[src/design/soc_mem_pkg.sv]
package soc_mem_pkg;

  // Bus widths
  localparam int ADDR_W = 32;
  localparam int DATA_W = 32;
  localparam int STRB_W = DATA_W / 8;
  localparam int LED_W  = 4;

  // Block RAM geometry with 16 KB banks
  localparam int BANK_WORDS = 4096;
  localparam int BANK_AW    = $clog2(BANK_WORDS);

  // Byte offset bits below the word index
  localparam int WORD_LSB = $clog2(STRB_W);

  typedef logic [ADDR_W-1:0] addr_t;
  typedef logic [DATA_W-1:0] data_t;
  typedef logic [STRB_W-1:0] strb_t;

  // Address map without the heap, whose base follows from the region size
  localparam addr_t TEXT_BASE = '0;
  localparam addr_t IO_ADDR   = 32'h8000_0000;

  typedef enum logic [1:0] {
    REGION_TEXT,
    REGION_HEAP,
    REGION_IO,
    REGION_NONE
  } region_e;

endpackage

[src/design/mem_bus_if.sv]
interface mem_bus_if;
  import soc_mem_pkg::*;

  // Request side
  logic  valid;
  addr_t addr;
  data_t wdata;
  strb_t wstrb;

  // Response side
  logic  ready;
  data_t rdata;

  modport requester (
    output valid,
    output addr,
    output wdata,
    output wstrb,
    input  ready,
    input  rdata
  );

  modport target (
    input  valid,
    input  addr,
    input  wdata,
    input  wstrb,
    output ready,
    output rdata
  );

endinterface

[src/design/led_port.sv]
module led_port (
  input  logic                          clk,
  input  logic                          resetn,
  mem_bus_if.target                     bus,
  output logic [soc_mem_pkg::LED_W-1:0] led
);
  import soc_mem_pkg::*;

  logic [LED_W-1:0] led_q;
  logic             ready_q;
  data_t            rdata_q;
  logic             access;

  // First cycle of a request
  assign access = bus.valid && !ready_q;

  always_ff @(posedge clk) begin
    if (!resetn) begin
      led_q   <= '0;
      ready_q <= 1'b0;
    end else begin
      ready_q <= access;
      if (access && (|bus.wstrb)) begin
        led_q <= bus.wdata[LED_W-1:0];
      end
    end
  end

  // Zero-extended read-back
  always_ff @(posedge clk) begin
    if (access && !(|bus.wstrb)) begin
      rdata_q <= {{(DATA_W - LED_W){1'b0}}, led_q};
    end
  end

  assign bus.ready = ready_q;
  assign bus.rdata = rdata_q;
  assign led       = led_q;

endmodule

[src/flat_wrapper.sv]
// flat-port wrapper written by rule: the top's interface ports become plain ports
module led_port_flat import soc_mem_pkg::*;
  (clk, resetn, led, bus_valid, bus_addr, bus_wdata, bus_wstrb, bus_ready, bus_rdata);
  mem_bus_if bus_i ();
  input  logic clk;
  input  logic resetn;
  output logic [soc_mem_pkg::LED_W-1:0] led;
  input wire logic [$bits(bus_i.valid)-1:0] bus_valid;
  input wire logic [$bits(bus_i.addr)-1:0] bus_addr;
  input wire logic [$bits(bus_i.wdata)-1:0] bus_wdata;
  input wire logic [$bits(bus_i.wstrb)-1:0] bus_wstrb;
  output wire logic [$bits(bus_i.ready)-1:0] bus_ready;
  output wire logic [$bits(bus_i.rdata)-1:0] bus_rdata;
  assign bus_i.valid = bus_valid;
  assign bus_i.addr = bus_addr;
  assign bus_i.wdata = bus_wdata;
  assign bus_i.wstrb = bus_wstrb;
  assign bus_ready = bus_i.ready;
  assign bus_rdata = bus_i.rdata;
  led_port u_core (.clk(clk), .resetn(resetn), .bus(bus_i), .led(led));
endmodule
[config.mk]
export PLATFORM = sky130hd
export DESIGN_NAME = led_port_flat
export DESIGN_NICKNAME = d
export VERILOG_FILES = /design/src/design/soc_mem_pkg.sv /design/src/design/mem_bus_if.sv /design/src/design/led_port.sv /design/src/flat_wrapper.sv
export SDC_FILE = /design/constraint.sdc
export NUM_CORES = 1
export LEC_CHECK = 0
export BUFFER_PORTS_ARGS = -buffer_cell sky130_fd_sc_hd__buf_2
export CAP_MARGIN = 20
export CORE_ASPECT_RATIO = 1.1
export CORE_MARGIN = 3
export CORE_UTILIZATION = 26
export DETAILED_ROUTE_END_ITERATION = 12
export MAX_ROUTING_LAYER = met4
export PLACE_DENSITY = 0.87
export SLEW_MARGIN = 40
export SYNTH_ARGS = -nofsm -noshare
export SYNTH_HDL_FRONTEND = slang
export SYNTH_SLANG_ARGS = --single-unit
[constraint.sdc]
create_clock -name clk -period 2.7 [get_ports clk]
set_input_delay 0.27 -clock clk [delete_from_list [all_inputs] [get_ports clk]]
set_output_delay 0.27 -clock clk [all_outputs]
set_load 0.1 [all_outputs]
-- After elaboration in Yosys (flattened, before gate mapping)
Cells that the tools add are included.
- reductions and logical operators: 6
- operators by type and width (operator ; count):
    OR reduction 4 bit ; 1
    logical AND 1 bit ; 3
    zero test 1 bit ; 2
- logic and storage cells: 9
- input port bits: 71
- bits in registers: 9
- output and inout bits: 37

-- Logic depth before layout (Yosys ltp)
Gate-level depths: netlist of the first run.
- depth after elaboration: 3
- depth in mapped cells: 4
- mapped depth without buffers: 3

-- Least setup slack after synthesis of the first run
No wires, ideal clock.
- kind: register -> register
- start point: register u_core.ready_q (netlist: u_core.bus.ready)
- end point: register u_core.rdata_q[0] (netlist: u_core.bus.rdata[0]) (enable)
- clock period less this slack: 1.567 ns
- stages on the path, launching flop included: 3
- required time: 2.371 ns
- library setup time: 0.329 ns
- arrival time: 1.238 ns
- buffers on the path: 0
- path slack: 1.133 ns
- cells stage by stage: dfxtp_1 > or2b_1 > nor2_1
- cells in the longest elaborated chain, start to end: 3
- ends and longest elaborated chain (item ; line ; source):
    start, declared ; led_port.sv:10 ; logic ready_q;
    start signal, assigned ; led_port.sv:22 ; ready_q <= access;
    zero test 1 bit ; led_port.sv:15 ; assign access = bus.valid && !ready_q;
    logical AND 1 bit ; led_port.sv:15 ;
    logical AND 1 bit ; led_port.sv:31 ; if (access && !(|bus.wstrb)) begin
    end signal, assigned ; led_port.sv:32 ; rdata_q <= {{(DATA_W - LED_W){1'b0}}, led_q};
    end, declared ; led_port.sv:11 ; data_t rdata_q;
Every way passes these cells.
A chain may end at the register's enable or synchronous reset.

-- Worst setup path after layout of the first run
- start point: register u_core.led_q[3] (netlist: u_core.led[3])
- end point: output led[3] (netlist bit)
- RTL lines (item ; line ; source):
    start, declared ; led_port.sv:9 ; logic [LED_W-1:0] led_q;
    start signal, assigned ; led_port.sv:24 ; led_q <= bus.wdata[LED_W-1:0];
    end, declared ; flat_wrapper.sv:7 ; output logic [soc_mem_pkg::LED_W-1:0] led;
No word-level cell between the ends.

==> summary.md, run 1 <==
| Metric | Value |
|---|---|
| Overall routed net length | `865 microns` |
| Die H | `54.2 microns` |
| Post_cts resized | `0` |
| Final setup viols | `0` |
| Net count, final | `150` |
| Aggregate negative setup slack | `0 ns` |
| Post-layout total power | `481 uW` |
| Count of maximum capacitance violations | `0` |
| Synthesized instance count | `58` |
| Die W | `49.8 microns` |
| CP Class | `flop to primary output` |
| Number of instances on the worst hold path | `3` |
| Cell area after synthesis | `549 sq um` |
| Met2 capacity usage during global routing | `11.9%` |
| Buffers & Inverters on Critical Path | `1` |
| DR pass1 iterations | `3` |
| TritonCTS Sinks | `9` |
| Status | `completed` |
| Io pins | `108` |
| Clock Latency Late Sink | `0.25 ns` |
| Portion of total power attributed to sequential cells | `31.4%` |
| HPWL Detailed | `759 microns` |
| Routed wirelength normalized by instance count | `8.24 microns` |
| Switching share of power | `54.5%` |
| GR Util All Layers | `5.88%` |
| Final setup skew | `0.00184 ns` |
| Number of core rows | `16` |
| Cell depth of the worst setup path | `1` |
| Worst Hold Endpoint | `u_core.led[2]` |
| Maximum number of pins on one net before global-route repair | `10` |
| Mean cell area of the mapped netlist | `9.47 sq um` |
| Hold-fix buffer count after cts | `0` |
| Number of distinct standard cells referenced by the synthesized netlist | `13` |
| Slowest stage delay, CP | `0.44 ns` |
| Pins over their slew limit | `0` |
| Post-CTS clock slew at the launch and capture registers of the worst setup and hold paths | `0.06 ns` |
| Fraction of final layout cells sized beyond drive strength 1 | `29.5%` |
| Via count | `357` |
| Antenna Nets Post-Route | `0` |
| Number of global-route vias before repair | `277` |
| Number of input and output port buffers inserted | `19` |
| CP required | `2.43 ns` |
| Power per Cell Area | `820 nW/um^2` |
| Clock root cell | `sky130_fd_sc_hd__clkbuf_4` |
| Count of synthesis-stage warnings from yosys | `0` |
| Register area share after synthesis | `40.1%` |
| H-tree levels | `1` |
| Number of CTS-inserted buffers | `3` |
| Floorplan die area | `2700 sq um` |
| Global routing met1 resource utilization | `3.00%` |
| Most common cell after layout, fill and taps aside | `sky130_fd_sc_hd__conb_1` |
| Largest fanout of any net on the critical path | `3` |
| Initial Util | `29.2%` |
| Total gr overflow | `0` |
| Highest attainable clock frequency | `768 MHz` |
| Number of hold violations in the final report | `0` |
| P_int | `219 uW` |
| Hold path start | `bus_wdata[2]` |
| Register-to-Register Setup Slack | `1.48 ns` |
| Layout overhead on the synthesized area | `6.83%` |
| Share of total power in combinational logic | `48.5%` |
| Longest Clk Path Bufs | `2` |
| Area inside the core boundary | `1880 sq um` |
| Capturing point of the worst reg2reg path | `u_core.led[3]` |
| Leakage power total | `0.318 nW` |
| HP Class | `input pin to flop` |
| Worst ir drop on vdd | `0.223 mV` |
| Number of filler instances in the final layout | `218` |
| CTS tree | `done` |
| Vias per std cell | `3.40` |
| Global-route wire length before repair | `1070 microns` |
| FF+latch count, synth | `9` |
| CP Cell Sequence | `buf_2` |
| Logic depth of the worst register-to-register path | `3` |
| Final critical-path share of the clock period | `48.2%` |
| Origin of the critical flop-to-flop path | `u_core.bus.ready` |
| RSZ-0062 raised after global routing | `false` |
| Commonest non-fill, non-tap cells in the layout | `sky130_fd_sc_hd__conb_1, sky130_fd_sc_hd__buf_2, sky130_fd_sc_hd__nand2_1, sky130_fd_sc_hd__dfxtp_1` |
| Crit path max-delay family | `buffers and inverters` |
| DRC violation count after routing | `0` |
| Slowest cell on crit path | `sky130_fd_sc_hd__buf_2` |
| Clock network power share | `20.1%` |
| Period minus WS final | `1.30 ns` |
| Top Usage Layer GRT | `met2` |
| N_diodes | `0` |
| CP arrival | `1.03 ns` |
| Number of antenna violations at the first check in global routing | `0` |
| DRT iter0 DRCs | `3` |
| Endpoint class of the critical path | `primary output` |
| Post-CTS setup-driven buffer insertion count | `0` |
| Net Switching | `262 uW` |
| Routability congestion estimate | `0.652` |
| GR Util met3 | `2.49%` |
| Type of element launching the critical path | `flop` |
==> cell families after synthesis <==
family | Yosys count | synth area share [%]
multiplexers | 4 | 7.29
flip-flops | 9 | 40.1
AND/OR/NAND/NOR | 13 | 11.4
other | 1 | 0.683
buffers and inverters | 31 | 40.5
==> routing by layer <==
metal | share of wire [%] | wire length, microns
met3 | 19 | 163
met4 | 0 | 0
met2 | 55 | 474
met5 | 0 | 0
met1 | 26 | 228
==> worst register-to-register path: stages (launching register included) <==
cell,delay (ns)
sky130_fd_sc_hd__dfxtp_1,0.30
sky130_fd_sc_hd__or2b_1,0.24
sky130_fd_sc_hd__nor2b_1,0.39
sky130_fd_sc_hd__mux2i_1,0.22
==> synth_stat cells <==
cell	number	area, sq um
sky130_fd_sc_hd__or4_4	1	11.3
sky130_fd_sc_hd__inv_1	1	3.75
sky130_fd_sc_hd__nor2_1	2	7.51
sky130_fd_sc_hd__clkbuf_2	1	5.00
sky130_fd_sc_hd__buf_4	28	210
sky130_fd_sc_hd__edfxtp_1	4	120
sky130_fd_sc_hd__conb_1	1	3.75
sky130_fd_sc_hd__clkbuf_1	1	3.75
sky130_fd_sc_hd__nor2b_1	1	6.26
sky130_fd_sc_hd__dfxtp_1	5	100
sky130_fd_sc_hd__or2b_1	1	7.51
sky130_fd_sc_hd__nand2_1	8	30.0
sky130_fd_sc_hd__mux2i_1	4	40.0
==> cell type report <==
type                       instances  area (sq um)  share of cell area [%]
clock buffer                       4          26.3                    4.48
inverter                           1          3.75                   0.640
multi-input combinational         45           208                    35.4
sequential                         9           220                    37.5
tap                               27          33.8                    5.76
timing repair buffer              19          95.1                    16.2
==> power by group through the flow <==
stage / Sequential, mW / Clock [mW] / Combinational (mW)
global placement: 0.154 / 0 / 0.231
CTS: 0.151 / 0.0998 / 0.232
floorplan: 0.192 / 0 / 0.213
global route: 0.152 / 0.106 / 0.238
detailed placement: 0.154 / 0 / 0.232
finish: 0.151 / 0.0967 / 0.233
==> flip-flops by register name, summed over array words and instances, names as in the netlist <==
name,cells
u_core.led,4
u_core.bus.ready,1
u_core.bus.rdata,4
==> metrics by stage <==
| step | utilization, % | hold WS [ns] | area (sq um) | worst slack, ns | std cells |
|---|---|---|---|---|---|
| 2_1_floorplan | - | 0.412 | 651 | 1.13 | 85 |
| 3_3_place_gp | 29.8 | 0.436 | 561 | 1.21 | 101 |
| 3_5_place_dp | 29.8 | 0.445 | 561 | 1.17 | 101 |
| 4_1_cts | 31.2 | 0.262 | 587 | 1.39 | 105 |
| 5_1_grt | 31.2 | 0.266 | 587 | 1.35 | 105 |
| 6_report | 31.2 | 0.266 | 587 | 1.40 | 105 |
==> how the worst max path moves through the flow <==
| stage | startpoint | to |
|---|---|---|
| floorplan | u_core.bus.ready | u_core.bus.rdata[0] |
| global placement | bus_wstrb[3] | u_core.bus.rdata[2] |
| detailed placement | bus_wstrb[3] | u_core.bus.rdata[2] |
| CTS | u_core.led[3] | led[3] |
| global route | u_core.led[3] | led[3] |
| finish | u_core.led[3] | led[3] |
Note: power is estimated with default switching activity, not from simulation.
==> run 2: changes to the inputs <==
CORE_UTILIZATION = 24   (was 26)
PLACE_DENSITY = 0.82   (was 0.87)
clock period = 1.2 ns   (was 2.7 ns; I/O delays follow)
==> run 2 against run 1 <==
  * Sequential power grew 130%
  * Largest cell class unchanged
  * Clock power grew 140%
  * Setup slack lost 1.4 ns
  * Largest power group unchanged
  * Non-clock buffer count grew 1
==> summary.md, run 2 (synthesized netlist as in run 1, its figures left out) <==
| Metric | Value |
|---|---|
| Status | `completed` |
| Global routing met1 resource utilization | `3.42%` |
| RSZ-0062 raised after global routing | `true` |
| Clock root cell | `sky130_fd_sc_hd__clkbuf_4` |
| Final critical-path share of the clock period | `97.2%` |
| Crit path setup slack, layout | `0.0342 ns` |
| Final setup skew | `0.00180 ns` |
| Count of maximum capacitance violations | `0` |
| Slowest cell on crit path | `sky130_fd_sc_hd__dfxtp_4` |
| Vias per std cell | `3.32` |
| Number of global-route vias before repair | `295` |
| Pins over their slew limit | `0` |
| Commonest non-fill, non-tap cells in the layout | `sky130_fd_sc_hd__conb_1, sky130_fd_sc_hd__buf_2, sky130_fd_sc_hd__nand2_1` |
| Number of input and output port buffers inserted | `19` |
| Final setup viols | `0` |
| CP arrival | `1.13 ns` |
| Die W | `51.6 microns` |
| Fraction of final layout cells sized beyond drive strength 1 | `39.2%` |
| Setup WS pre-CTS | `-0.0981 ns` |
| Total gr overflow | `0` |
| GR Util All Layers | `5.93%` |
| Top Usage Layer GRT | `met2` |
| Period minus WS final | `1.17 ns` |
| Most common cell after layout, fill and taps aside | `sky130_fd_sc_hd__conb_1` |
| Number of hold violations in the final report | `0` |
| CP Class | `flop to flop` |
| Met2 capacity usage during global routing | `10.2%` |
| Slowest stage delay, CP | `0.33 ns` |
| HPWL Detailed | `739 microns` |
| Layout overhead on the synthesized area | `13.4%` |
| Number of instances on the worst hold path | `3` |
| Cell depth of the worst setup path | `3` |
| Endpoint class of the critical path | `flop` |
| Leakage power total | `0.335 nW` |
| Io pins | `108` |
| Highest attainable clock frequency | `858 MHz` |
| Crit path max-delay family | `simple AND/OR/NAND/NOR gates` |
| Design Area, Final | `623 sq um` |
| Antenna Nets Post-Route | `0` |
| H-tree levels | `1` |
| Cell Area, Placed | `581 sq um` |
| Final Hold Slack | `0.0924 ns` |
| Area inside the core boundary | `2080 sq um` |
| Post-layout total power | `1.11 mW` |
| N_diodes | `0` |
| Buffers & Inverters on Critical Path | `1` |
| Initial Util | `26.4%` |
| Post-CTS clock slew at the launch and capture registers of the worst setup and hold paths | `0.06 ns` |
| Die H | `56.2 microns` |
| Net count, final | `151` |
| Overall routed net length | `871 microns` |
| Floorplan die area | `2900 sq um` |
| Largest fanout of any net on the critical path | `4` |
| Clock Latency Late Sink | `0.26 ns` |
| Longest Clk Path Bufs | `2` |
| Global-route wire length before repair | `1110 microns` |
| Number of CTS-inserted buffers | `3` |
| HP Class | `input pin to flop` |
| Logic depth of the worst register-to-register path | `3` |
| Routed wirelength normalized by instance count | `8.14 microns` |
| DR pass1 iterations | `1` |
| Worst ir drop on vdd | `0.495 mV` |
| GR Util met3 | `2.41%` |
| DRC violation count after routing | `0` |
| Type of element launching the critical path | `flop` |
| TritonCTS Sinks | `9` |
| DRT iter0 DRCs | `0` |
| CTS tree | `done` |
| CP Cell Sequence | `or2b_1, buf_6, nor2_4` |
| Power per Cell Area | `1770 nW/um^2` |
| Routability congestion estimate | `0.595` |
| Number of core rows | `17` |
| Maximum number of pins on one net before global-route repair | `10` |
| Via count | `355` |
| Number of antenna violations at the first check in global routing | `0` |
| CP required | `1.17 ns` |
## run 2: changes by cell type in the layout (fill, tap and decap cells not counted), sizes merged
cell,change
buf,+1
## run 2: tightest hold or removal path, stage by stage
cell and delay (ns):
sky130_fd_sc_hd__buf_2 0.10, sky130_fd_sc_hd__nand2_1 0.04, sky130_fd_sc_hd__mux2i_1 0.05
## run 2: final cells by class
cell class	count	area [sq um]
Tap cell	28	35.0
Clock buffer	4	26.3
Multi-Input combinational cell	45	223
Fill cell	229	1460
Sequential cell	9	229
Timing Repair Buffer	20	106
Inverter	1	3.75
## run 2: repair_timing
| item | 4_1_cts | 5_1_grt |
|---|---|---|
| resized for setup | 2 | 2 |
| buffers inserted | 0 | 0 |
| endpoints found under the hold margin | 0 | 0 |
| hold buffers | 0 | 0 |
| cloned | 0 | 0 |
| setup endpoints to repair | 4 | 2 |
## run 2: worst paths after layout
check                                      start                  end  slack [ns]
worst min register to register     u_core.led[2]  u_core.bus.rdata[2]        0.44
worst min-delay path                bus_wdata[2]        u_core.led[2]        0.09
worst max register to register  u_core.bus.ready  u_core.bus.rdata[3]        0.03
worst max-delay path            u_core.bus.ready  u_core.bus.rdata[3]        0.03
## run 2: power breakdown
group          internal (mW)  switching, mW  total (mW)
clock network          0.128          0.101       0.229
registers              0.334        0.00747       0.341
logic                 0.0385          0.496       0.535
total                  0.500          0.605        1.11
## run 2: per-stage QoR
step	util [%]	std cells	setup TNS, ns
final	29.9	107	0
after global routing	29.9	107	0
after CTS	29.5	107	0
after detailed placement	27.9	103	-0.669
after global placement	27.9	103	-0.509
after floorplan	-	85	-0.107
## run 2: layer usage
| metal | part of all wire [%] | up-vias | routed length [microns] |
|---|---|---|---|
| li1 | - | 165 | - |
| met1 | 27 | 148 | 238 |
| met2 | 47 | 37 | 410 |
| met3 | 20 | 5 | 172 |
| met4 | 5.6 | 0 | 49 |
| met5 | 0 | - | 0 |
==> run 3: changes to the inputs <==
ABC_AREA = 1   (was unset)
CORE_UTILIZATION = 25   (was 24)
PLACE_DENSITY = 0.83   (was 0.82)
==> run 3 against run 2 <==
  * Sequential share of layout area fell by 1.5 points
  * Setup slack better by 0.029 ns
  * Global-route usage increased by 0.062 points
  * Largest power group unchanged
==> summary.md, run 3 <==
| Metric | Value |
|---|---|
| Status | `completed` |
| Power per Cell Area | `1750 nW/um^2` |
| Initial Util | `27.3%` |
| Largest fanout of any net on the critical path | `3` |
| Number of CTS-inserted buffers | `3` |
| FF+latch count, synth | `9` |
| Io pins | `108` |
| Most common cell after layout, fill and taps aside | `sky130_fd_sc_hd__conb_1` |
| CP arrival | `1.02 ns` |
| Slowest stage delay, CP | `0.43 ns` |
| Vias per std cell | `3.36` |
| Count of maximum capacitance violations | `0` |
| Number of antenna violations at the first check in global routing | `0` |
| Clock root cell | `sky130_fd_sc_hd__clkbuf_4` |
| Crit path max-delay family | `buffers and inverters` |
| Count of synthesis-stage warnings from yosys | `0` |
| N_diodes | `0` |
| Routed met3 length | `167 microns` |
| Pins over their slew limit | `0` |
| Number of global-route vias before repair | `333` |
| Commonest non-fill, non-tap cells in the layout | `sky130_fd_sc_hd__conb_1, sky130_fd_sc_hd__buf_2, sky130_fd_sc_hd__inv_1, sky130_fd_sc_hd__nor2_1` |
| Final Hold Slack | `0.117 ns` |
| Final critical-path share of the clock period | `94.7%` |
| Origin of the critical flop-to-flop path | `u_core.bus.ready` |
| Slowest cell on crit path | `sky130_fd_sc_hd__buf_2` |
| Synthesized instance count | `67` |
| Period minus WS final | `1.14 ns` |
| Async set-or-reset flop fraction in the synthesized netlist | `0%` |
| Type of element launching the critical path | `flop` |
| Post-CTS setup-driven buffer insertion count | `0` |
| Total gr overflow | `0` |
| Worst ir drop on vdd | `0.434 mV` |
| Met2 routed WL | `419 microns` |
| Longest Clk Path Bufs | `2` |
| HP Class | `input pin to flop` |
| GR Util All Layers | `5.99%` |
| Fraction of final layout cells sized beyond drive strength 1 | `36.7%` |
| TritonCTS Sinks | `9` |
| CP required | `1.08 ns` |
| Number of instances on the worst hold path | `3` |
| Antenna Nets Post-Route | `0` |
| Number of filler instances in the final layout | `238` |
| Maximum number of pins on one net before global-route repair | `10` |
| Buffers & Inverters on Critical Path | `1` |
| HPWL Detailed | `805 microns` |
| Routability congestion estimate | `0.698` |
| Final setup viols | `0` |
| DRT iter0 DRCs | `1` |
| DR pass1 iterations | `2` |
| Register-to-Register Setup Slack | `0.17 ns` |
| Number of core rows | `17` |
| Yosys top cell area share | `37.0%` |
| Die H | `56.0 microns` |
| Mean cell area of the mapped netlist | `8.48 sq um` |
| Yosys top cell by area | `sky130_fd_sc_hd__buf_4` |
| Net count, final | `162` |
| Most instantiated library cell after synthesis | `sky130_fd_sc_hd__buf_4` |
| Synth cell count leaders | `sky130_fd_sc_hd__buf_4, sky130_fd_sc_hd__inv_1, sky130_fd_sc_hd__nor2_1` |
| CP Class | `flop to primary output` |
| Post_cts resized | `0` |
| Global-route wire length before repair | `1230 microns` |
| Overall routed net length | `889 microns` |
| Layout overhead on the synthesized area | `14.3%` |
| Final setup skew | `0.00203 ns` |
| Count of flip-flops with a built-in enable after synthesis | `4` |
| Topmost layer with routed signal wires | `met4` |
| Endpoint class of the critical path | `primary output` |
| Hold path start | `resetn` |
| Via count | `396` |
| CP Cell Sequence | `buf_2` |
| H-tree levels | `1` |
| Routed wirelength normalized by instance count | `7.53 microns` |
| DRC violation count after routing | `0` |
| Dominant register cell in the synthesized netlist | `sky130_fd_sc_hd__dfxtp_1` |
| Die W | `51.5 microns` |
| Worst Hold Endpoint | `u_core.bus.ready` |
| Number of hold violations in the final report | `0` |
| Cell area after synthesis | `568 sq um` |
| Floorplan die area | `2880 sq um` |
| Aggregate negative setup slack | `0 ns` |
| Number of input and output port buffers inserted | `19` |
| Routed metal-1 wire length | `279 microns` |
| Clock Latency Late Sink | `0.25 ns` |
| Ranking of synthesized cells by area | `sky130_fd_sc_hd__buf_4, sky130_fd_sc_hd__edfxtp_1, sky130_fd_sc_hd__dfxtp_1` |
| RSZ-0062 raised after global routing | `false` |
| Logic depth of the worst register-to-register path | `3` |
| Leakage power total | `0.354 nW` |
| Number of distinct standard cells referenced by the synthesized netlist | `12` |
| Area inside the core boundary | `2080 sq um` |
| Capturing point of the worst reg2reg path | `u_core.bus.rdata[1]` |
| Post-CTS clock slew at the launch and capture registers of the worst setup and hold paths | `0.05 ns` |
| CTS tree | `done` |
| Highest attainable clock frequency | `880 MHz` |
| Register area share after synthesis | `38.8%` |
| Hold-fix buffer count after cts | `0` |
==> run 3: changes by cell type after synthesis, sizes merged <==
cell and delta:
mux2i -4, nand3 +4, or4 -1, inv +6, nor2b -1, a21oi +4
nand2 -3, or2b -1, clkbuf -2, nor2 +7
==> run 3: metal layers <==
layer | GRT usage (%) | vias up
li1 | - | 194
met1 | 4.74 | 162
met2 | 10.2 | 37
met3 | 2.14 | 3
met4 | 5.62 | 0
met5 | - | -
==> run 3: cells by family after synthesis <==
kind of cell	synth area share (%)
AO/OA/AOI/OAI	3.52
buffers and inverters	41.6
flip-flops	38.8
other	0.660
AND/OR/NAND/NOR	15.4
==> run 3: worst max-delay path by stage <==
stage / start / to / slack, ns / depth (start not counted)
finish: u_core.led[2] / led[2] / 0.06 / 1
global route: u_core.led[1] / led[1] / 0.03 / 1
CTS: u_core.led[2] / led[2] / 0.06 / 1
detailed placement: u_core.bus.ready / u_core.bus.rdata[0] / 0.17 / 3
global placement: u_core.bus.ready / u_core.bus.rdata[0] / 0.21 / 3
floorplan: u_core.bus.ready / u_core.bus.rdata[0] / 0.01 / 3
==> run 3: where the power goes <==
part	leakage (nW)	switching [mW]	total, mW	internal (mW)
Clock	0.0150	0.0904	0.217	0.127
Combinational	0.260	0.523	0.569	0.0465
Sequential	0.0789	0.0113	0.349	0.338
==> run 3: final cells by class <==
| cell class | instances | area (sq um) | share of cell area (%) |
|---|---|---|---|
| flip-flops and latches | 9 | 229 | 35.3 |
| multi-input cells | 50 | 215 | 33.1 |
| repair buffers | 20 | 118 | 18.1 |
| well taps | 28 | 35.0 | 5.39 |
| clock buffers | 4 | 26.3 | 4.05 |
| inverters | 7 | 26.3 | 4.05 |
==> run 3: per-stage QoR <==
step	cells	area (sq um)	worst slack (ns)	total power, mW	utilization (%)
2_1_floorplan	94	681	0.0129	0.944	-
3_3_place_gp	114	623	0.207	0.918	29.9
3_5_place_dp	114	623	0.167	0.923	29.9
4_1_cts	118	649	0.0583	1.14	31.2
5_1_grt	118	649	0.0262	1.19	31.2
6_report	118	649	0.0634	1.14	31.2
