--- src/design/soc_mem_pkg.sv ---
package soc_mem_pkg;

  // Bus widths
  localparam int ADDR_W = 32;
  localparam int DATA_W = 32;
  localparam int STRB_W = DATA_W / 8;
  localparam int LED_W  = 4;

  // Block RAM geometry with 16 KB banks
  localparam int BANK_WORDS = 4096;
  localparam int BANK_AW    = $clog2(BANK_WORDS);

  // Byte offset bits below the word index
  localparam int WORD_LSB = $clog2(STRB_W);

  typedef logic [ADDR_W-1:0] addr_t;
  typedef logic [DATA_W-1:0] data_t;
  typedef logic [STRB_W-1:0] strb_t;

  // Address map without the heap, whose base follows from the region size
  localparam addr_t TEXT_BASE = '0;
  localparam addr_t IO_ADDR   = 32'h8000_0000;

  typedef enum logic [1:0] {
    REGION_TEXT,
    REGION_HEAP,
    REGION_IO,
    REGION_NONE
  } region_e;

endpackage

--- src/design/mem_bus_if.sv ---
interface mem_bus_if;
  import soc_mem_pkg::*;

  // Request side
  logic  valid;
  addr_t addr;
  data_t wdata;
  strb_t wstrb;

  // Response side
  logic  ready;
  data_t rdata;

  modport requester (
    output valid,
    output addr,
    output wdata,
    output wstrb,
    input  ready,
    input  rdata
  );

  modport target (
    input  valid,
    input  addr,
    input  wdata,
    input  wstrb,
    output ready,
    output rdata
  );

endinterface

--- src/design/bus_decoder.sv ---
module bus_decoder #(
  parameter int NUM_BANKS = 4
) (
  input  logic                valid,
  input  soc_mem_pkg::addr_t  addr,
  input  soc_mem_pkg::data_t  wdata,
  input  soc_mem_pkg::strb_t  wstrb,
  output logic                ready,
  output soc_mem_pkg::data_t  rdata,
  mem_bus_if.requester        text_bus,
  mem_bus_if.requester        heap_bus,
  mem_bus_if.requester        io_bus
);
  import soc_mem_pkg::*;

  // Region size in bytes
  localparam addr_t REGION_BYTES = addr_t'(NUM_BANKS * BANK_WORDS * STRB_W);
  localparam addr_t HEAP_BASE    = TEXT_BASE + REGION_BYTES;

  region_e region;
  addr_t   text_off;
  addr_t   heap_off;
  addr_t   io_off;

  // Below its base an offset wraps to a large value, so one compare per region
  assign text_off = addr - TEXT_BASE;
  assign heap_off = addr - HEAP_BASE;
  assign io_off   = addr - IO_ADDR;

  always_comb begin
    if (text_off < REGION_BYTES) begin
      region = REGION_TEXT;
    end else if (heap_off < REGION_BYTES) begin
      region = REGION_HEAP;
    end else if (addr == IO_ADDR) begin
      region = REGION_IO;
    end else begin
      region = REGION_NONE;
    end
  end

  // Only the selected target sees valid
  assign text_bus.valid = valid && (region == REGION_TEXT);
  assign heap_bus.valid = valid && (region == REGION_HEAP);
  assign io_bus.valid   = valid && (region == REGION_IO);

  assign text_bus.addr = text_off;
  assign heap_bus.addr = heap_off;
  assign io_bus.addr   = io_off;

  assign text_bus.wdata = wdata;
  assign heap_bus.wdata = wdata;
  assign io_bus.wdata   = wdata;

  assign text_bus.wstrb = wstrb;
  assign heap_bus.wstrb = wstrb;
  assign io_bus.wstrb   = wstrb;

  // Response mux with no ready for unmapped addresses
  always_comb begin
    case (region)
      REGION_TEXT: begin
        ready = text_bus.ready;
        rdata = text_bus.rdata;
      end
      REGION_HEAP: begin
        ready = heap_bus.ready;
        rdata = heap_bus.rdata;
      end
      REGION_IO: begin
        ready = io_bus.ready;
        rdata = io_bus.rdata;
      end
      default: begin
        ready = 1'b0;
        rdata = '0;
      end
    endcase
  end

endmodule

--- src/flat_wrapper.sv ---
// flat-port wrapper written by rule: the top's interface ports become plain ports
module bus_decoder_flat import soc_mem_pkg::*;
#(
  parameter int NUM_BANKS = 4
)
  (valid, addr, wdata, wstrb, ready, rdata, text_bus_valid, text_bus_addr, text_bus_wdata, text_bus_wstrb, text_bus_ready, text_bus_rdata, heap_bus_valid, heap_bus_addr, heap_bus_wdata, heap_bus_wstrb, heap_bus_ready, heap_bus_rdata, io_bus_valid, io_bus_addr, io_bus_wdata, io_bus_wstrb, io_bus_ready, io_bus_rdata);
  mem_bus_if text_bus_i ();
  mem_bus_if heap_bus_i ();
  mem_bus_if io_bus_i ();
  input  logic valid;
  input  soc_mem_pkg::addr_t addr;
  input  soc_mem_pkg::data_t wdata;
  input  soc_mem_pkg::strb_t wstrb;
  output logic ready;
  output soc_mem_pkg::data_t rdata;
  output wire logic [$bits(text_bus_i.valid)-1:0] text_bus_valid;
  output wire logic [$bits(text_bus_i.addr)-1:0] text_bus_addr;
  output wire logic [$bits(text_bus_i.wdata)-1:0] text_bus_wdata;
  output wire logic [$bits(text_bus_i.wstrb)-1:0] text_bus_wstrb;
  input wire logic [$bits(text_bus_i.ready)-1:0] text_bus_ready;
  input wire logic [$bits(text_bus_i.rdata)-1:0] text_bus_rdata;
  output wire logic [$bits(heap_bus_i.valid)-1:0] heap_bus_valid;
  output wire logic [$bits(heap_bus_i.addr)-1:0] heap_bus_addr;
  output wire logic [$bits(heap_bus_i.wdata)-1:0] heap_bus_wdata;
  output wire logic [$bits(heap_bus_i.wstrb)-1:0] heap_bus_wstrb;
  input wire logic [$bits(heap_bus_i.ready)-1:0] heap_bus_ready;
  input wire logic [$bits(heap_bus_i.rdata)-1:0] heap_bus_rdata;
  output wire logic [$bits(io_bus_i.valid)-1:0] io_bus_valid;
  output wire logic [$bits(io_bus_i.addr)-1:0] io_bus_addr;
  output wire logic [$bits(io_bus_i.wdata)-1:0] io_bus_wdata;
  output wire logic [$bits(io_bus_i.wstrb)-1:0] io_bus_wstrb;
  input wire logic [$bits(io_bus_i.ready)-1:0] io_bus_ready;
  input wire logic [$bits(io_bus_i.rdata)-1:0] io_bus_rdata;
  assign text_bus_valid = text_bus_i.valid;
  assign text_bus_addr = text_bus_i.addr;
  assign text_bus_wdata = text_bus_i.wdata;
  assign text_bus_wstrb = text_bus_i.wstrb;
  assign text_bus_i.ready = text_bus_ready;
  assign text_bus_i.rdata = text_bus_rdata;
  assign heap_bus_valid = heap_bus_i.valid;
  assign heap_bus_addr = heap_bus_i.addr;
  assign heap_bus_wdata = heap_bus_i.wdata;
  assign heap_bus_wstrb = heap_bus_i.wstrb;
  assign heap_bus_i.ready = heap_bus_ready;
  assign heap_bus_i.rdata = heap_bus_rdata;
  assign io_bus_valid = io_bus_i.valid;
  assign io_bus_addr = io_bus_i.addr;
  assign io_bus_wdata = io_bus_i.wdata;
  assign io_bus_wstrb = io_bus_i.wstrb;
  assign io_bus_i.ready = io_bus_ready;
  assign io_bus_i.rdata = io_bus_rdata;
  bus_decoder #(.NUM_BANKS(NUM_BANKS)) u_core (.valid(valid), .addr(addr), .wdata(wdata), .wstrb(wstrb), .ready(ready), .rdata(rdata), .text_bus(text_bus_i), .heap_bus(heap_bus_i), .io_bus(io_bus_i));
endmodule
--- config.mk ---
export PLATFORM = sky130hd
export DESIGN_NAME = bus_decoder_flat
export DESIGN_NICKNAME = d
export VERILOG_FILES = /design/src/design/soc_mem_pkg.sv /design/src/design/mem_bus_if.sv /design/src/design/bus_decoder.sv /design/src/flat_wrapper.sv
export SDC_FILE = /design/constraint.sdc
export NUM_CORES = 1
export LEC_CHECK = 0
export ABC_AREA = 1
export BUFFER_PORTS_ARGS = -buffer_cell sky130_fd_sc_hd__clkbuf_2
export CAP_MARGIN = 30
export CORE_AREA = 3 3 156 158
export DETAILED_ROUTE_END_ITERATION = 10
export DIE_AREA = 0 0 159 161
export PLACE_DENSITY = 0.44
export SLEW_MARGIN = 20
export SYNTH_ARGS = -nofsm -noshare
export SYNTH_HDL_FRONTEND = slang
export SYNTH_SLANG_ARGS = --single-unit
--- constraint.sdc ---
create_clock -name vclk -period 2.4
set_clock_uncertainty 0.15 [all_clocks]
set_input_delay 0.48 -clock vclk [all_inputs]
set_output_delay 0.48 -clock vclk [all_outputs]
set_load 0.05 [all_outputs]
# Word-level counts from Yosys, hierarchy flattened
# Index checks and enable logic that the tools add are counted.
# op_classes
add_sub_neg	2
eq_ne	3
n_reduce_logical	4
mux	5
magnitude_cmp	2
# op_table
op	n
one-hot mux 32 bit (3 select lines)	1
< comparator 32 x 17 -> 1 bit, second input constant	2
== test 32 bit, second input constant	1
subtractor 32 x 17 -> 32 bit, second input constant	1
subtractor 32 bit, second input constant	1
two-way mux 2 bit	2
logical AND 1 bit	3
one-hot mux 1 bit (3 select lines)	1
== test 2 x 1 -> 1 bit, second input constant	1
== test 2 bit, second input constant	1
zero test 2 bit	1
two-way mux 1 bit	1
# totals
inputBits	168
register_bits	0

# Depth between registers and ports, before layout
# Gate-level depths: netlist of the first run.
# logic_depth
ltp_word	6
ltp_mapped	15

# Worst setup path after synthesis of the first run
# OpenSTA, ideal clock, no wires.
# synth_timing
path_kind	in2out
from	in addr[16]
to	out rdata[0]
arrival_time_ns	3.240
stages	9
slack_ns	-1.470
cell_sequence	inv_1 nand2_4 xnor2_1 nor2_1 nand2_1 nor2_4 nand3_4 nand3_1 a21oi_1
# synth_between
elab_chain_cells	6
word_cells_on_any_way	11
# synth_lines
item	line	rtl
from (decl)	flat_wrapper.sv:11	input soc_mem_pkg::addr_t addr;
subtractor 32 x 17 -> 32 bit *	bus_decoder.sv:27	assign heap_off = addr - HEAP_BASE;
via heap_bus_addr[19]	flat_wrapper.sv:23	output wire logic [$bits(heap_bus_i.addr)-1:0] heap_bus_addr;
< comparator 32 x 17 -> 1 bit *	bus_decoder.sv:33	end else if (heap_off < REGION_BYTES) begin
two-way mux 2 bit *	bus_decoder.sv:33	
two-way mux 2 bit *	bus_decoder.sv:31	if (text_off < REGION_BYTES) begin
== test 2 bit, or another cell as far along	bus_decoder.sv:61	case (region)
one-hot mux 32 bit (3 select lines) *	bus_decoder.sv:61	
to (decl)	flat_wrapper.sv:15	output soc_mem_pkg::data_t rdata;
# Mark *: on every way through the listed nets, which the timed path passes. The rest lies on a longest branch.

# Worst setup path after layout of the first run
# layout_timing
from	in addr[16]
to	out rdata[11]
# layout_between
elab_chain_cells	6
word_cells_on_any_way	11
# layout_lines
item	line
subtractor 32 x 17 -> 32 bit / == test 32 bit (equally long branches)	bus_decoder.sv:27, bus_decoder.sv:35
< comparator 32 x 17 -> 1 bit / two-way mux 1 bit (equally long branches)	bus_decoder.sv:33, bus_decoder.sv:35
two-way mux 2 bit	bus_decoder.sv:33
two-way mux 2 bit *	bus_decoder.sv:31
== test 2 bit, or another cell as far along	bus_decoder.sv:61
one-hot mux 32 bit (3 select lines) *	bus_decoder.sv:61
# Every way passes the cells marked *; elsewhere a longest branch is shown, timed or not.

==> results of run 1 <==
-- cell type report --
cell class,instances,area (sq um)
Tap cell,319,399.1
Inverter,63,251.5
Multi-Input combinational cell,277,2326
Timing Repair Buffer,386,3203
Fill cell,2553,17080
-- through the flow --
stage / setup WS [ns] / hold slack [ns] / cells / total power [mW]
after floorplan: -0.7190 / 0.9771 / 545 / 1.016
after global placement: -0.8645 / 0.8107 / 1018 / 0.7817
after detailed placement: -0.8666 / 0.8107 / 1018 / 0.7807
after CTS: -0.7041 / 0.8107 / 1036 / 0.8257
after global routing: -0.7640 / 0.8101 / 1045 / 0.8926
final: -0.6526 / 0.8100 / 1045 / 0.8464
-- cells in the final DEF (no fill, tap or decap), types with 3 or more instances in the layout --
master,Yosys,routed
a21oi_4,0,32
buf_12,0,35
buf_4,191,82
buf_6,3,16
buf_8,0,25
clkbuf_16,0,7
clkbuf_2,0,217
inv_1,58,43
inv_2,5,17
nand2_1,104,83
nand2_2,5,19
nand2_4,2,8
nand3_1,78,34
nand3_2,3,36
nand3_4,1,12
nand4_1,4,4
nor2_1,19,6
nor2_2,6,8
nor2_4,4,15
nor4_1,3,3
-- worst max-delay path by stage --
stage                endpoint  slack, ns  depth (start not counted)
detailed placement  rdata[11]      -0.87                         13
floorplan           rdata[10]      -0.72                         14
CTS                 rdata[27]      -0.70                         16
global route        rdata[11]      -0.76                         15
finish              rdata[11]      -0.65                         15
global placement    rdata[11]      -0.86                         14
-- critical path: cells and delay by family --
family / cells / cell delay [ns]
buffers and inverters: 6 / 0.87
and+or+nand+nor: 7 / 0.70
adders and majority gates: 1 / 0.18
AOI/OAI and AO/OA: 1 / 0.17
-- metal layers --
layer	wire length, um	share of wire, %	up-vias	global-route usage [%]
met5	13	0.085	-	0
met4	200	1.3	2	1.353
met3	1143	7.4	38	2.026
met2	7681	50	155	18.11
met1	6343	41	1744	12.62
li1	-	-	1887	-
-- cells by family after synthesis --
kind of cell	synth area share, %
buffers and inverters	53.31
and+or+nand+nor	35.90
AOI/OAI and AO/OA	8.891
adders and majority gates	1.140
xor gates and xnor gates	0.7601
-- where the power goes --
part	internal, mW	total, mW	switching [mW]
sequential	0	0	0
combinational	0.292	0.846	0.554
clock	0	0	0
total	0.292	0.846	0.554
-- cell usage after synthesis (3+ instances only) --
cell,count,area [sq um]
buf_4,191,1434
nand2_1,104,390.4
nand3_1,78,390.4
inv_1,58,217.7
a21oi_2,30,262.8
nor2_1,19,71.32
nor2_2,6,37.54
buf_2,5,25.02
inv_2,5,18.77
nand2_2,5,31.28
clkbuf_1,4,15.01
nand4_1,4,25.02
nor2_4,4,45.04
o21ai_1,4,20.02
buf_6,3,33.78
ha_1,3,37.54
nand3_2,3,30.03
nor4_1,3,18.77
-- timing repair --
| action | CTS | global route |
|---|---|---|
| gates cloned | 2 | 8 |
| pin swaps | 20 | 46 |
| setup endpoints to repair | 39 | 42 |
| setup buffers | 17 | 4 |
| resized for setup | 132 | 80 |
==> results.tsv, run 1 <==
stage	metric	value	unit
yosys	syn_area	3293	sq um
finish	layout.core_utilization	26.57	%
timing	timing.slew.headroom	79.32	%
setup_path	slowest_library_cell_on_the_worst_path	ha_4	
setup_path	worst-setup-path-type	primary input to output port	
finish	final_area	6180	sq um
power_and_ir_drop	power.density_cell_area	137.0	nW/um^2
finish	clkbuf_count	0	
min_path	holdCritStartpoint	wdata[31]	
finish	antenna-diode-count	0	
setup_path	critical_path.startpoint_type	primary input	
floorplanning	floorplan.die_area	25600	sq um
timing	tightestPinTransition	0.3115	ns
placement	dpl_cell_area	5006	sq um
power_and_ir_drop	total_leakage_power	3.069	nW
power_and_ir_drop	peakVddDrop	0.1330	mV
floorplanning	die_height	161	um
drt	first_iteration_detailed_routing_drc_count	168	
placement	port_buffers	264	
timing	min_period	3.053	ns
yosys	ys_types	31	
drt	vias_per_cell	3.661	
timing	finalSetupTns	-21.37	ns
drt	detail_route.wl_per_cell	14.72	um
floorplanning	start_util	14.16	%
setup_path	crit_required	1.77	ns
floorplanning	floorplan.rows	56	
timing	finalHoldViolations	0	
drt	drtAntennaViolNets	0	
timing	fmax	327.6	MHz
min_path	type_of_the_most_critical_hold_path	primary input to output port	
drt	first_pass_iters	4	
min_path	holdPathEnd	heap_bus_wdata[31]	
setup_path	crit_path_start	addr[16]	
floorplanning	floorplan.io_pins	408	
drt	post-route-drc-count	0	
yosys	synth.avg_cell_area	6.042	sq um
setup_path	cp_max_fo	7	
global_route	first_global_vias	3829	
global_route	grt_pass1_wl	21.07	mm
setup_path	crit_chain	buf_8, clkinvlp_4, ha_4, nand2_8, nor2_8, nand4_1, buf_4, nand2_4, nor2_4, nand3_4, buf_12, clkbuf_16, nand3_4, a21oi_4, buf_8	
placement	gp_congestion	0.7532	
timing	slew_violations	0	
global_route	maximum_number_of_pins_on_one_net_before_global_route_repair	32	
drt	drt-total-wl	15.38	mm
job	count_of_max_cap_constraint_violations	0	
min_path	hold_path_depth	0	
finish	ratio_of_cells_with_drive_above_1_in_the_final_layout	75.48	%
cts	ctsHoldBuffers	0	
timing	rsz0062_at_grt	yes	
global_route	initial_antenna_violation_count	1	
placement	detailed_place_hpwl	12.04	mm
timing	final_min_period_over_clock_period	127.2	%
yosys	syn-num-nets	716	
global_route	grt_overflow_total	0	
setup_path	setup.worst_path.end_class	output port	
yosys	synth_sequential_area_ratio	0	%
run_status	violated_checks	negative setup slack	
setup_path	critical_path.max_stage_delay	0.18	ns
finish	n_sequential_cell	0	
run_status	outcome	complete, but fails checks	
yosys	ys.warnings.count	0	
floorplanning	dieWidth	159	um
drt	num_vias	3826	
setup_path	arrival	2.42	ns
timing	setup_viols_final	37	
timing	finalWorstSetupSlack	-0.6526	ns
finish	sequential_cell_area	0	sq um
finish	area_growth_from_synthesis_to_layout	87.65	%
yosys	postSynthCellCount	545	
global_route	globalRouteTotalUtil	10.02	%
finish	final_net_count	899	
floorplanning	coreArea	23260	sq um
No activity file was read; power rests on OpenSTA's default activity.
==> run 2, diff against run 1 <==
--- a/config.mk
+++ b/config.mk
@@ -10,6 +10,7 @@
 export CAP_MARGIN = 30
-export CORE_AREA = 3 3 156 158
+export CORE_AREA = 2 2 159 161
 export DETAILED_ROUTE_END_ITERATION = 10
-export DIE_AREA = 0 0 159 161
-export PLACE_DENSITY = 0.44
+export DIE_AREA = 0 0 161 163
+export PLACE_DENSITY = 0.42
+export RECOVER_POWER = 25
 export SLEW_MARGIN = 20
--- a/constraint.sdc
+++ b/constraint.sdc
@@ -4,2 +4,2 @@
 set_output_delay 0.48 -clock vclk [all_outputs]
-set_load 0.05 [all_outputs]
+set_load 0.1 [all_outputs]
==> results.tsv, run 2 (same netlist as run 1, synthesis figures left out) <==
stage	metric	value	unit	change
global_route	initial_antenna_violation_count	0		-1
timing	rsz0062_at_grt	yes		
finish	clkbuf_count	0		unchanged
run_status	violated_checks	negative setup slack		
global_route	first_global_vias	3675		-4.0%
placement	detailed_place_hpwl	12.34	mm	+2.5%
placement	gp_congestion	0.7401		-1.7%
setup_path	critical_path.max_stage_delay	0.19	ns	about the same
floorplanning	floorplan.rows	58		+3.6%
min_path	type_of_the_most_critical_hold_path	primary input to output port		
floorplanning	floorplan.die_area	26240	sq um	+2.5%
setup_path	slowest_library_cell_on_the_worst_path	buf_12		
floorplanning	coreArea	24670	sq um	+6.1%
timing	min_period	3.103	ns	+0.05038 ns
setup_path	crit_chain	buf_8, clkinvlp_4, ha_4, nand2_8, nor2_8, nand3_2, nand2_2, nand2_4, inv_2, nand3_4, nor2_4, buf_12, clkbuf_16, nand3_2, nand2_1, inv_2, a21oi_4, buf_12		
floorplanning	dieWidth	161	um	+1.3%
setup_path	arrival	2.47	ns	+0.05 ns
global_route	globalRouteTotalUtil	10.48	%	+0.46 points
drt	detail_route.wl_per_cell	14.46	um	-1.7%
power_and_ir_drop	peakVddDrop	0.2314	mV	+74%
power_and_ir_drop	power_switching_share	72.75	%	+7.3 points
timing	finalWorstSetupSlack	-0.7030	ns	-0.05038 ns
floorplanning	start_util	13.35	%	-0.81 points
global_route	grt_pass1_wl	21.61	mm	+2.6%
floorplanning	floorplan.io_pins	408		unchanged
setup_path	crit_required	1.77	ns	about the same
finish	antenna-diode-count	0		unchanged
power_and_ir_drop	total_leakage_power	3.198	nW	+4.2%
setup_path	cp_max_fo	7		unchanged
drt	drtAntennaViolNets	0		unchanged
drt	first_pass_iters	4		unchanged
finish	n_sequential_cell	0		unchanged
timing	tightestPinTransition	0.5788	ns	+0.2673 ns
timing	setup_viols_final	39		+5.4%
drt	drt-total-wl	15.39	mm	about the same
power_and_ir_drop	power.internal	0.3443	mW	+18%
power_and_ir_drop	power.density_cell_area	182.3	nW/um^2	+33%
finish	final_net_count	907		+0.89%
drt	first_iteration_detailed_routing_drc_count	92		-45%
cts	ctsHoldBuffers	0		unchanged
finish	ratio_of_cells_with_drive_above_1_in_the_final_layout	85.83	%	+10 points
timing	slew_violations	0		unchanged
placement	port_buffers	264		unchanged
global_route	grt_overflow_total	0		unchanged
job	count_of_max_cap_constraint_violations	0		unchanged
finish	sequential_cell_area	0	sq um	unchanged
power_and_ir_drop	power.total	1.264	mW	+49%
drt	post-route-drc-count	0		unchanged
power_and_ir_drop	power.share.sequential	0	%	unchanged
timing	finalHoldViolations	0		unchanged
setup_path	setup.worst_path.end_class	output port		
drt	vias_per_cell	3.584		-2.1%
finish	layout_common_cells	209 x clkbuf_2, 94 x buf_4, 68 x buf_12		
run_status	outcome	complete, but fails checks		
setup_path	worst-setup-path-type	primary input to output port		
finish	layout.core_utilization	28.09	%	+1.5 points
power_and_ir_drop	clkPwrFrac	0	%	unchanged
power_and_ir_drop	combinationalPowerShare	100.0	%	about the same
setup_path	critical_path_buf_inv_count	7		+1
drt	num_vias	3813		-0.34%
global_route	maximum_number_of_pins_on_one_net_before_global_route_repair	19		-41%
setup_path	critical_path.startpoint_type	primary input		
floorplanning	die_height	163	um	+1.2%
power_and_ir_drop	switchingPower	0.9192	mW	+66%
finish	layout_commonest_cell	clkbuf_2		
timing	fmax	322.3	MHz	-1.6%
setup_path	dominant_delay_contributor_by_cell_family_on_the_critical_path	simple AND/OR/NAND/NOR gates		
timing	timing.slew.headroom	61.58	%	-18 points
finish	area_growth_from_synthesis_to_layout	110.5	%	
timing	final_min_period_over_clock_period	129.3	%	+2.1 points
-- run 2: cell count changes in the layout (fill, tap and decap cells not counted), sizes merged --
cell and delta:
buf +20, inv -3, clkinvlp +3, clkbuf -12
-- run 2: metal layers --
layer | part of all wire (%) | global-route usage (%) | wire [um] | up-vias
li1 | - | - | - | 1916
met1 | 44 | 14.01 | 6747 | 1717
met2 | 48 | 17.93 | 7426 | 151
met3 | 6.6 | 1.859 | 1008 | 29
met4 | 1.3 | 1.623 | 205 | 0
met5 | 0 | 0 | 0 | -
-- run 2: per-stage QoR --
step / instance area, sq um / hold slack [ns] / std cells / setup TNS [ns] / worst slack (ns)
global placement: 5808 / 0.8113 / 1038 / -29.06 / -0.8650
detailed placement: 5808 / 0.8113 / 1038 / -29.38 / -0.8614
CTS: 6457 / 0.8113 / 1055 / -25.30 / -0.7475
finish: 6932 / 0.8101 / 1064 / -23.74 / -0.7030
floorplan: 3998 / 1.004 / 545 / -47.74 / -1.360
global route: 6932 / 0.8103 / 1064 / -28.13 / -0.8079
-- run 2: cell type report --
type / count / area, sq um
timing repair buffer: 394 / 3476
fill: 2691 / 17740
multi-input combinational: 277 / 2770
inverter: 63 / 272.8
tap: 330 / 412.9
-- run 2: power groups by stage --
stage	Sequential, mW	Combinational (mW)	Clock [mW]
after floorplan	0	1.74	0
after global placement	0	1.19	0
after detailed placement	0	1.19	0
after CTS	0	1.25	0
after global routing	0	1.31	0
final	0	1.26	0
-- run 2: worst paths after layout --
path              cells past startpoint  startpoint            endpoint
hold / removal                        0   wdata[21]  heap_bus_wdata[21]
setup / recovery                     18    addr[16]            rdata[0]
-- run 2: what timing repair did --
| action | 4_1_cts | 5_1_grt |
|---|---|---|
| gates resized for setup | 107 | 105 |
| buffers inserted | 13 | 9 |
| endpoints found under the hold margin | 0 | 0 |
| pin swaps | 32 | 68 |
| gates cloned | 4 | 4 |
| setup endpoints to repair | 40 | 41 |
==> run 3, diff against run 2 <==
- CORE_AREA: 2 2 159 161 -> 3 3 156 158
- DIE_AREA: 0 0 161 163 -> 0 0 159 161
- PLACE_DENSITY: 0.42 -> 0.44
- SETUP_SLACK_MARGIN: default -> 0.2
==> results.tsv, run 3 (same netlist as run 1, synthesis figures left out) <==
stage	metric	value	unit	change
finish	sequential_cell_area	0	sq um	unchanged
placement	dpl_cell_area	5876	sq um	+1.2%
setup_path	critical_path.max_stage_delay	0.20	ns	about the same
setup_path	cp_max_fo	7		unchanged
global_route	maximum_number_of_pins_on_one_net_before_global_route_repair	28		+9
global_route	globalRouteTotalUtil	10.92	%	+0.44 points
timing	timing.slew.headroom	61.25	%	-0.32 points
power_and_ir_drop	peakVddDrop	0.2367	mV	+2.3%
drt	drt-total-wl	15.62	mm	+1.5%
finish	area_growth_from_synthesis_to_layout	105.3	%	
setup_path	worst-setup-path-type	primary input to output port		
run_status	violated_checks	negative setup slack		
finish	final_net_count	911		+0.44%
finish	layout_commonest_cell	clkbuf_2		
floorplanning	dieWidth	159	um	-1.2%
floorplanning	floorplan.io_pins	408		unchanged
finish	antenna-diode-count	0		unchanged
drt	vias_per_cell	3.651		+1.9%
placement	pre_cts_slack	-0.8544	ns	+0.007024 ns
timing	finalWorstSetupSlack	-0.7712	ns	-0.06822 ns
setup_path	critical_path_buf_inv_count	8		+1
timing	slew_violations	0		unchanged
global_route	gr_busiest_metal	met2		
setup_path	critical_path.startpoint_type	primary input		
min_path	holdCritStartpoint	wdata[17]		
global_route	use_met3	2.873	%	+1.0 points
global_route	grt_util_met1	13.61	%	-0.40 points
timing	finalHoldViolations	0		unchanged
global_route	first_global_vias	3904		+6.2%
global_route	globalRouteMet2Util	19.13	%	+1.2 points
job	count_of_max_cap_constraint_violations	0		unchanged
placement	gp_congestion	0.8363		+13%
timing	final_min_period_over_clock_period	132.1	%	+2.8 points
global_route	grt_overflow_total	0		unchanged
timing	fmax	315.3	MHz	-2.2%
run_status	outcome	complete, but fails checks		
finish	ratio_of_cells_with_drive_above_1_in_the_final_layout	79.40	%	-6.4 points
finish	n_sequential_cell	0		unchanged
setup_path	crit_chain	buf_8, clkinvlp_4, ha_4, nand2_8, nor2_8, buf_4, nand2_4, nand2_8, nor2_2, nand3_2, nor2_4, buf_6, buf_12, buf_16, nand3_2, nand2_2, inv_2, a21oi_4, buf_12		
finish	post_layout_nonfiller_instances	1057		-0.66%
placement	port_buffers	264		unchanged
setup_path	crit_required	1.77	ns	about the same
power_and_ir_drop	power.density_cell_area	186.5	nW/um^2	+2.3%
drt	first_pass_iters	4		unchanged
timing	tightestPinTransition	0.5837	ns	+0.004890 ns
floorplanning	floorplan.die_area	25600	sq um	-2.5%
floorplanning	floorplan.rows	56		-3.4%
timing	rsz0062_at_grt	yes		
timing	min_period	3.171	ns	+0.06822 ns
floorplanning	die_height	161	um	-1.2%
power_and_ir_drop	power.total	1.261	mW	-0.24%
setup_path	dominant_delay_contributor_by_cell_family_on_the_critical_path	buffers and inverters		
global_route	grt_pass1_wl	22.58	mm	+4.5%
floorplanning	start_util	14.16	%	+0.81 points
drt	detail_route.wl_per_cell	14.77	um	+2.2%
floorplanning	coreArea	23260	sq um	-5.7%
timing	setup_viols_final	37		-5.1%
min_path	type_of_the_most_critical_hold_path	primary input to output port		
global_route	initial_antenna_violation_count	1		+1
finish	clkbuf_count	0		unchanged
drt	drtAntennaViolNets	0		unchanged
setup_path	setup.worst_path.end_class	output port		
setup_path	slowest_library_cell_on_the_worst_path	ha_4		
placement	placed_instance_count	1020		-1.7%
setup_path	arrival	2.54	ns	+0.07 ns
setup_path	crit_path_start	addr[16]		
drt	num_vias	3859		+1.2%
power_and_ir_drop	total_leakage_power	3.228	nW	+0.95%
placement	detailed_place_hpwl	12.76	mm	+3.4%
finish	layout_common_cells	208 x clkbuf_2, 88 x buf_4, 72 x nand2_1		
timing	finalSetupTns	-25.61	ns	-1.874 ns
drt	post-route-drc-count	0		unchanged
drt	first_iteration_detailed_routing_drc_count	133		+45%
finish	final_area	6760	sq um	-2.5%
finish	layout.filler_cells	2540		-5.6%
==> run 3: cell types whose count changed in the layout (fill, tap and decap cells not counted), moves of 6 or more <==
cell | before | now
nand3_4 | 30 | 12
nand3_1 | 13 | 32
inv_2 | 36 | 24
buf_4 | 94 | 88
buf_6 | 8 | 21
inv_1 | 18 | 32
nand2_2 | 33 | 19
nand2_1 | 58 | 72
==> run 3: path summary, 6_finish.rpt <==
path / to / slack [ns] / depth (start not counted)
min: io_bus_wdata[17] / 0.81 / 0
max: rdata[24] / -0.77 / 19
==> run 3: layer usage <==
metal | vias to the layer above | share of wire (%)
li1 | 1915 | -
met1 | 1753 | 41
met2 | 158 | 50
met3 | 31 | 7.4
met4 | 2 | 2.2
met5 | - | 0.083
==> run 3: what timing repair did <==
item | 4_1_cts | 5_1_grt
pin swaps | 38 | 45
hold buffers | 0 | 0
gates resized for setup | 52 | 85
setup buffers | 16 | 14
setup endpoints to repair | 46 | 46
gates cloned | 3 | 4
==> run 3: stage by stage <==
| step | util, % | hold slack [ns] |
|---|---|---|
| after floorplan | - | 1.004 |
| after global placement | 25.26 | 0.8113 |
| after detailed placement | 25.26 | 0.8113 |
| after CTS | 26.91 | 0.8113 |
| after global routing | 29.06 | 0.8103 |
| final | 29.06 | 0.8101 |
==> run 3: power breakdown <==
group          total, mW  internal (mW)  switching (mW)
combinational       1.26          0.345           0.916
clock                  0              0               0
sequential             0              0               0
==> run 3: cell type report <==
cell class	instances	area, sq um	share of cell area [%]
Tap cell	319	399.1	5.904
Inverter	63	265.3	3.924
Timing Repair Buffer	398	3567	52.77
Multi-Input combinational cell	277	2529	37.41
